==> config.mk <==
export PLATFORM = sky130hd
export DESIGN_NAME = gpio_regs_flat
export DESIGN_NICKNAME = d
export VERILOG_FILES = /design/src/common/soc_pkg.sv /design/src/common/soc_bus_if.sv /design/src/logic/gpio_regs.sv /design/src/flat_wrapper.sv
export SDC_FILE = /design/constraint.sdc
export NUM_CORES = 1
export LEC_CHECK = 0
export ABC_CLOCK_PERIOD_IN_PS = 5200
export BUFFER_PORTS_ARGS = -buffer_cell sky130_fd_sc_hd__buf_2
export CAP_MARGIN = 40
export CORE_MARGIN = 8
export CORE_UTILIZATION = 35
export CTS_CLUSTER_DIAMETER = 60
export CTS_CLUSTER_SIZE = 25
export DETAILED_ROUTE_END_ITERATION = 16
export PLACE_DENSITY_LB_ADDON = 0.3
export SLEW_MARGIN = 20
export SYNTH_ARGS = -nofsm -noshare
export SYNTH_HDL_FRONTEND = slang
export SYNTH_SLANG_ARGS = --single-unit
==> constraint.sdc <==
create_clock -name clk -period 5.2 [get_ports clk]
set_input_delay 0.26 -clock clk [delete_from_list [all_inputs] [get_ports clk]]
set_output_delay 0.26 -clock clk [all_outputs]
set_load 0.01 [all_outputs]
==> src/common/soc_pkg.sv <==
`default_nettype none

package soc_pkg;

  localparam int ADDR_W = 32;
  localparam int DATA_W = 32;
  localparam int MASK_W = DATA_W / 8; // one bit per byte lane

  typedef logic [ADDR_W-1:0] addr_t;
  typedef logic [DATA_W-1:0] data_t;
  typedef logic [MASK_W-1:0] mask_t;

  localparam int BANK_COUNT   = 4;
  localparam int BANK_WORDS   = 256;
  localparam int BANK_IDX_LSB = 10; // bank number starts above the word index

  localparam addr_t RAM_BASE = 32'h0000_0000;
  localparam addr_t RAM_SPAN = 32'h0000_1000; // 4 KiB

  localparam addr_t GPIO_BASE  = 32'hC000_0000;
  localparam addr_t LED_OFFSET = 32'h0000_0000;
  localparam addr_t KEY_OFFSET = 32'h0000_0004;

  localparam int LED_W = 8;
  localparam int KEY_W = 2;

  localparam int TARGET_COUNT = BANK_COUNT + 1; // banks first, gpio last

  typedef logic [$clog2(TARGET_COUNT)-1:0] target_t;

endpackage

`default_nettype wire

==> src/common/soc_bus_if.sv <==
`timescale 1ns/100ps
`default_nettype none

interface soc_bus_if;
  import soc_pkg::*;

  logic  req;
  logic  write;
  addr_t addr;
  data_t wdata;
  mask_t rd_mask;
  mask_t wr_mask;
  logic  ack;   // one-cycle pulse
  data_t rdata; // valid with ack

  modport initiator (
    output req, write, addr, wdata, rd_mask, wr_mask,
    input  ack, rdata
  );

  modport target (
    input  req, write, addr, wdata, rd_mask, wr_mask,
    output ack, rdata
  );

  modport monitor (
    input req, write, addr, wdata, rd_mask, wr_mask, ack, rdata
  );

endinterface

`default_nettype wire

==> src/logic/gpio_regs.sv <==
`timescale 1ns/100ps
`default_nettype none

module gpio_regs (
  input  wire logic [soc_pkg::KEY_W-1:0]  i_key,
  input  wire logic                       clk,
  input  wire logic                       i_rst_n,

  output logic [soc_pkg::LED_W-1:0]       o_led,

  soc_bus_if.target                       bus
);
  import soc_pkg::*;

  addr_t            reg_off;
  logic             is_led;
  logic             is_key;
  logic             access;
  logic [KEY_W-1:0] key_meta;
  logic [KEY_W-1:0] key_sync;

  assign reg_off = bus.addr - GPIO_BASE;
  assign is_led  = reg_off[ADDR_W-1:2] == LED_OFFSET[ADDR_W-1:2];
  assign is_key  = reg_off[ADDR_W-1:2] == KEY_OFFSET[ADDR_W-1:2];
  assign access  = bus.req && !bus.ack;

  always_ff @(posedge clk or negedge i_rst_n)
  begin
    if (!i_rst_n)
    begin
      key_meta <= '0;
      key_sync <= '0;
      o_led    <= '0;
      bus.ack  <= 1'b0;
    end
    else
    begin
      key_meta <= i_key; // async board input
      key_sync <= key_meta;
      bus.ack  <= access;
      if (access && bus.write && is_led && bus.wr_mask[0])
        o_led <= bus.wdata[LED_W-1:0];
    end
  end

  always_ff @(posedge clk)
  begin
    if (access)
    begin
      if (is_led)
        bus.rdata <= data_t'(o_led);
      else if (is_key)
        bus.rdata <= data_t'(key_sync);
      else
        bus.rdata <= '0;
    end
  end

endmodule

`default_nettype wire

==> src/flat_wrapper.sv <==
// flat-port wrapper written by rule: the top's interface ports become plain ports
module gpio_regs_flat import soc_pkg::*;
  (i_key, clk, i_rst_n, o_led, bus_req, bus_write, bus_addr, bus_wdata, bus_rd_mask, bus_wr_mask, bus_ack, bus_rdata);
  soc_bus_if bus_i ();
  input  wire logic [soc_pkg::KEY_W-1:0] i_key;
  input  wire logic clk;
  input  wire logic i_rst_n;
  output logic [soc_pkg::LED_W-1:0] o_led;
  input wire logic [$bits(bus_i.req)-1:0] bus_req;
  input wire logic [$bits(bus_i.write)-1:0] bus_write;
  input wire logic [$bits(bus_i.addr)-1:0] bus_addr;
  input wire logic [$bits(bus_i.wdata)-1:0] bus_wdata;
  input wire logic [$bits(bus_i.rd_mask)-1:0] bus_rd_mask;
  input wire logic [$bits(bus_i.wr_mask)-1:0] bus_wr_mask;
  output wire logic [$bits(bus_i.ack)-1:0] bus_ack;
  output wire logic [$bits(bus_i.rdata)-1:0] bus_rdata;
  assign bus_i.req = bus_req;
  assign bus_i.write = bus_write;
  assign bus_i.addr = bus_addr;
  assign bus_i.wdata = bus_wdata;
  assign bus_i.rd_mask = bus_rd_mask;
  assign bus_i.wr_mask = bus_wr_mask;
  assign bus_ack = bus_i.ack;
  assign bus_rdata = bus_i.rdata;
  gpio_regs u_core (.i_key(i_key), .clk(clk), .i_rst_n(i_rst_n), .o_led(o_led), .bus(bus_i));
endmodule
==> Implementation_results.wiki <==
{| class="wikitable"
! Metric !! Value
|-
| Outcome || finished clean
|-
| Drt initial violations || 1
|-
| Cell Rows || 19
|-
| Total routing resource utilization after global routing || 0.0891
|-
| Clk Latency, worst-skew pair || 0.30 ns
|-
| Portion of synthesized cell area occupied by the leading cell type || 0.318
|-
| Overall die height || 70.0 µm
|-
| Count of distinct cell types in the synthesized netlist || 16
|-
| HPWL after detailed placement || 2.15 mm
|-
| Register area || 566 µm²
|-
| First-pass GRT wire length || 3.66 mm
|-
| Proportion of power drawn by combinational gates || 0.128
|-
| Yosys reg bits || 21
|-
| Proportion of total power due to net switching || 0.232
|-
| Sequential share of the synthesized area || 0.553
|-
| Placed inst area || 0.00127 mm²
|-
| Die ar. || 0.00491 mm²
|-
| Vias in the first global route || 824
|-
| Final wirelength || 2.36 mm
|-
| Highest attainable clock frequency || 466 MHz
|-
| Signal arrival time at the worst endpoint || 2.33 ns
|-
| Pin count of the biggest net entering global routing || 14
|-
| Worst path slowest cell || sky130_fd_sc_hd__nor2b_1
|-
| # diodes || 0
|-
| Part of the total power dissipated in sequential elements || 0.613
|-
| Pwr per Cell Area || 221 mW/mm²
|-
| Signed area change from the synthesized netlist to the final layout || 28.0%
|-
| Footprint of the multi-input gates || 363 µm²
|-
| Largest driver fanout on the critical path || 10
|-
| I/O pin total || 119
|-
| Final hold vios || 0
|-
| WHS || 0.0684 ns
|-
| Number of buffer cells added on primary ports || 61
|-
| Clock share of power || 0.258
|-
| Internal power summed over all cells || 0.222 mW
|-
| Number of antenna violations at the first check in global routing || 0
|-
| Layout cell share with drive strength beyond 1 || 0.507
|-
| Post-detailed-route wirelength per cell || 13.3 µm
|-
| Chip Width || 70.0 µm
|-
| Highest metal layer used by the detailed router || met4
|-
| Worst setup SP type || flip-flop
|-
| Post-route ant nets || 0
|-
| Post-DR vias/cell || 4.25
|-
| Top cell type by total area after synthesis || sky130_fd_sc_hd__dfrtp_1
|-
| Commonest non-fill, non-tap cells in the layout || sky130_fd_sc_hd__buf_2 (61), sky130_fd_sc_hd__conb_1 (24), sky130_fd_sc_hd__dfrtp_1 (13)
|-
| Total of warnings raised by yosys || 0
|-
| Final nets || 225
|-
| Max Cap Viol || 0
|-
| Total non-filler cell area in the finished layout || 0.00131 mm²
|-
| # clock sinks || 21
|-
| Detailed-routed wire length on met3 || 231 µm
|-
| TritonCTS clock tree || done
|-
| Post-CTS setup-driven buffer insertion count || 0
|-
| Leading cell type in the layout, fill and taps excluded || sky130_fd_sc_hd__buf_2
|-
| Area inside the core boundary || 0.00276 mm²
|-
| Clock period minus worst slack || 2.14 ns
|-
| Largest cells by area after synthesis || sky130_fd_sc_hd__dfrtp_1 (32%), sky130_fd_sc_hd__edfxtp_1 (24%), sky130_fd_sc_hd__buf_4 (18%), sky130_fd_sc_hd__mux2_2 (8.8%), sky130_fd_sc_hd__and2_1 (3.7%)
|-
| Total negative slack || 0 ns
|-
| CTS Buf Count || 3
|-
| Cell at the root of the clock tree || sky130_fd_sc_hd__clkbuf_4
|-
| Met2 wire length || 1.24 mm
|-
| Cell Area, Synth || 0.00102 mm²
|-
| CTS clk-pin slew, worst paths || 0.11 ns
|-
| Filler cell count || 274
|-
| Net switching power || 0.0674 mW
|-
| CP Cell Sequence || nor2b_1, nand3_1, nor4_4, mux2_2
|-
| Overall power consumption || 0.290 mW
|-
| Worst endpoint required time || 5.38 ns
|-
| Slew @ Worst Pin || 0.702 ns
|-
| Final cycle utilization of the critical path || 0.412
|-
| Setup repair after global routing missed its margin || no
|-
| Routed metal-1 wirelength || 872 µm
|-
| Count of pins over their slew limit || 0
|-
| Initial core utilization || 0.371
|-
| Crit path kind || flip-flop to flip-flop
|-
| Detailed-route via count || 753
|-
| Last weighted congestion value of the routability-driven placer || 0.706
|-
| Worst IR Drop VDD || 0.000136 V
|-
| Overflow after GRT || 0
|-
| Final core occ || 0.475
|-
| Number of gates resized after cts || 0
|-
| Count of unresolved DRC violations after routing || 0
|-
| Worst slew margin relative to its limit || 0.531
|-
| Class of the tightest hold or removal check || input port to flip-flop
|-
| Capturing element type of the critical path || flip-flop
|-
| Leak pwr || 0.696 nW
|-
| Worst setup skew after layout || 0.0119 ns
|-
| Synthesized instance count || 81
|-
| H-tree depth || 1
|-
| Slowest Stage Delay on Critical Path || 0.55 ns
|-
| Setup violations, final || 0
|-
| Mean instance size in the synthesized netlist || 12.6 µm²
|-
| Buffer levels on the longest clock path || 2
|-
| Total iterations of the first detailed-routing run || 2
|}
[cell usage after synthesis]
cell / number
sky130_fd_sc_hd__nor2b_1: 1
sky130_fd_sc_hd__conb_1: 1
sky130_fd_sc_hd__nor3_1: 2
sky130_fd_sc_hd__nor4_4: 1
sky130_fd_sc_hd__edfxtp_1: 8
sky130_fd_sc_hd__mux2_2: 8
sky130_fd_sc_hd__dfrtp_1: 13
sky130_fd_sc_hd__and2_1: 6
sky130_fd_sc_hd__nand4_1: 3
sky130_fd_sc_hd__or2_2: 1
sky130_fd_sc_hd__nor4_1: 4
sky130_fd_sc_hd__nand3_1: 1
sky130_fd_sc_hd__buf_4: 24
sky130_fd_sc_hd__nor4b_1: 2
sky130_fd_sc_hd__nor2_1: 4
sky130_fd_sc_hd__mux2i_1: 2
[cells by family (layout without fill, tap and decap cells)]
| logic type | Yosys count | count (layout) | synth area share |
|---|---|---|---|
| simple gates | 25 | 25 | 0.159 |
| flops | 21 | 21 | 0.553 |
| buf+inv | 24 | 66 | 0.176 |
| mux | 10 | 10 | 0.108 |
| other cells | 1 | 24 | 0.00367 |
[power groups by stage]
| stage | registers, mW | clock network (mW) | logic, mW |
|---|---|---|---|
| after CTS | 0.178 | 0.0781 | 0.0369 |
| after detailed placement | 0.181 | 0 | 0.0362 |
| after global placement | 0.181 | 0 | 0.0354 |
| final | 0.178 | 0.0749 | 0.0372 |
| after floorplan | 0.183 | 0 | 0.0253 |
| after global routing | 0.178 | 0.0846 | 0.0417 |
[repair_timing]
item	4_1_cts	5_1_grt
hold buffers	1	0
hold endpoints to repair	13	0
setup endpoints to repair	0	0
[path summary, 6_finish.rpt]
path	startpoint	to	slack, ns	depth (start not counted)
setup / recovery	u_core.bus.ack	u_core.o_led[7]	3.06	4
hold / removal	i_key[0]	u_core.key_meta[0]	0.07	1
setup reg to reg	u_core.bus.ack	u_core.o_led[7]	3.06	4
hold reg to reg	u_core.key_meta[1]	u_core.key_sync[1]	0.36	0
max in group asynchronous	i_rst_n	u_core.o_led[1]	4.62	2
min in group asynchronous	i_rst_n	u_core.o_led[4]	0.35	2
[final cells by class]
cell class / instances / area share
clock buffers: 4 / 0.0201
multi-input cells: 59 / 0.277
well taps: 31 / 0.0296
flip-flops and latches: 21 / 0.432
repair buffers: 62 / 0.241
[stage by stage]
step,cells,worst slack (ns)
floorplan,104,3.26
global placement,172,3.05
detailed placement,172,3.02
CTS,177,3.00
global route,177,2.88
finish,177,3.06
[critical path, delay by kind of cell (launching register included)]
family / cells / cell delay [ns]
simple gates: 3 / 1.24
mux: 1 / 0.40
flops: 1 / 0.39
[state kept, by name, indices dropped and copies added (netlist names)]
| name | flops |
|---|---|
| u_core.bus.rdata | 8 |
| u_core.o_led | 8 |
| u_core.key_meta | 2 |
| u_core.key_sync | 2 |
| u_core.bus.ack | 1 |
[layer usage]
metal,vias up,GRT usage
met5,-,0
met4,0,0.0402
met3,2,0.0424
met2,40,0.149
met1,345,0.0923
li1,366,-
No activity file was read; power rests on OpenSTA's default activity.
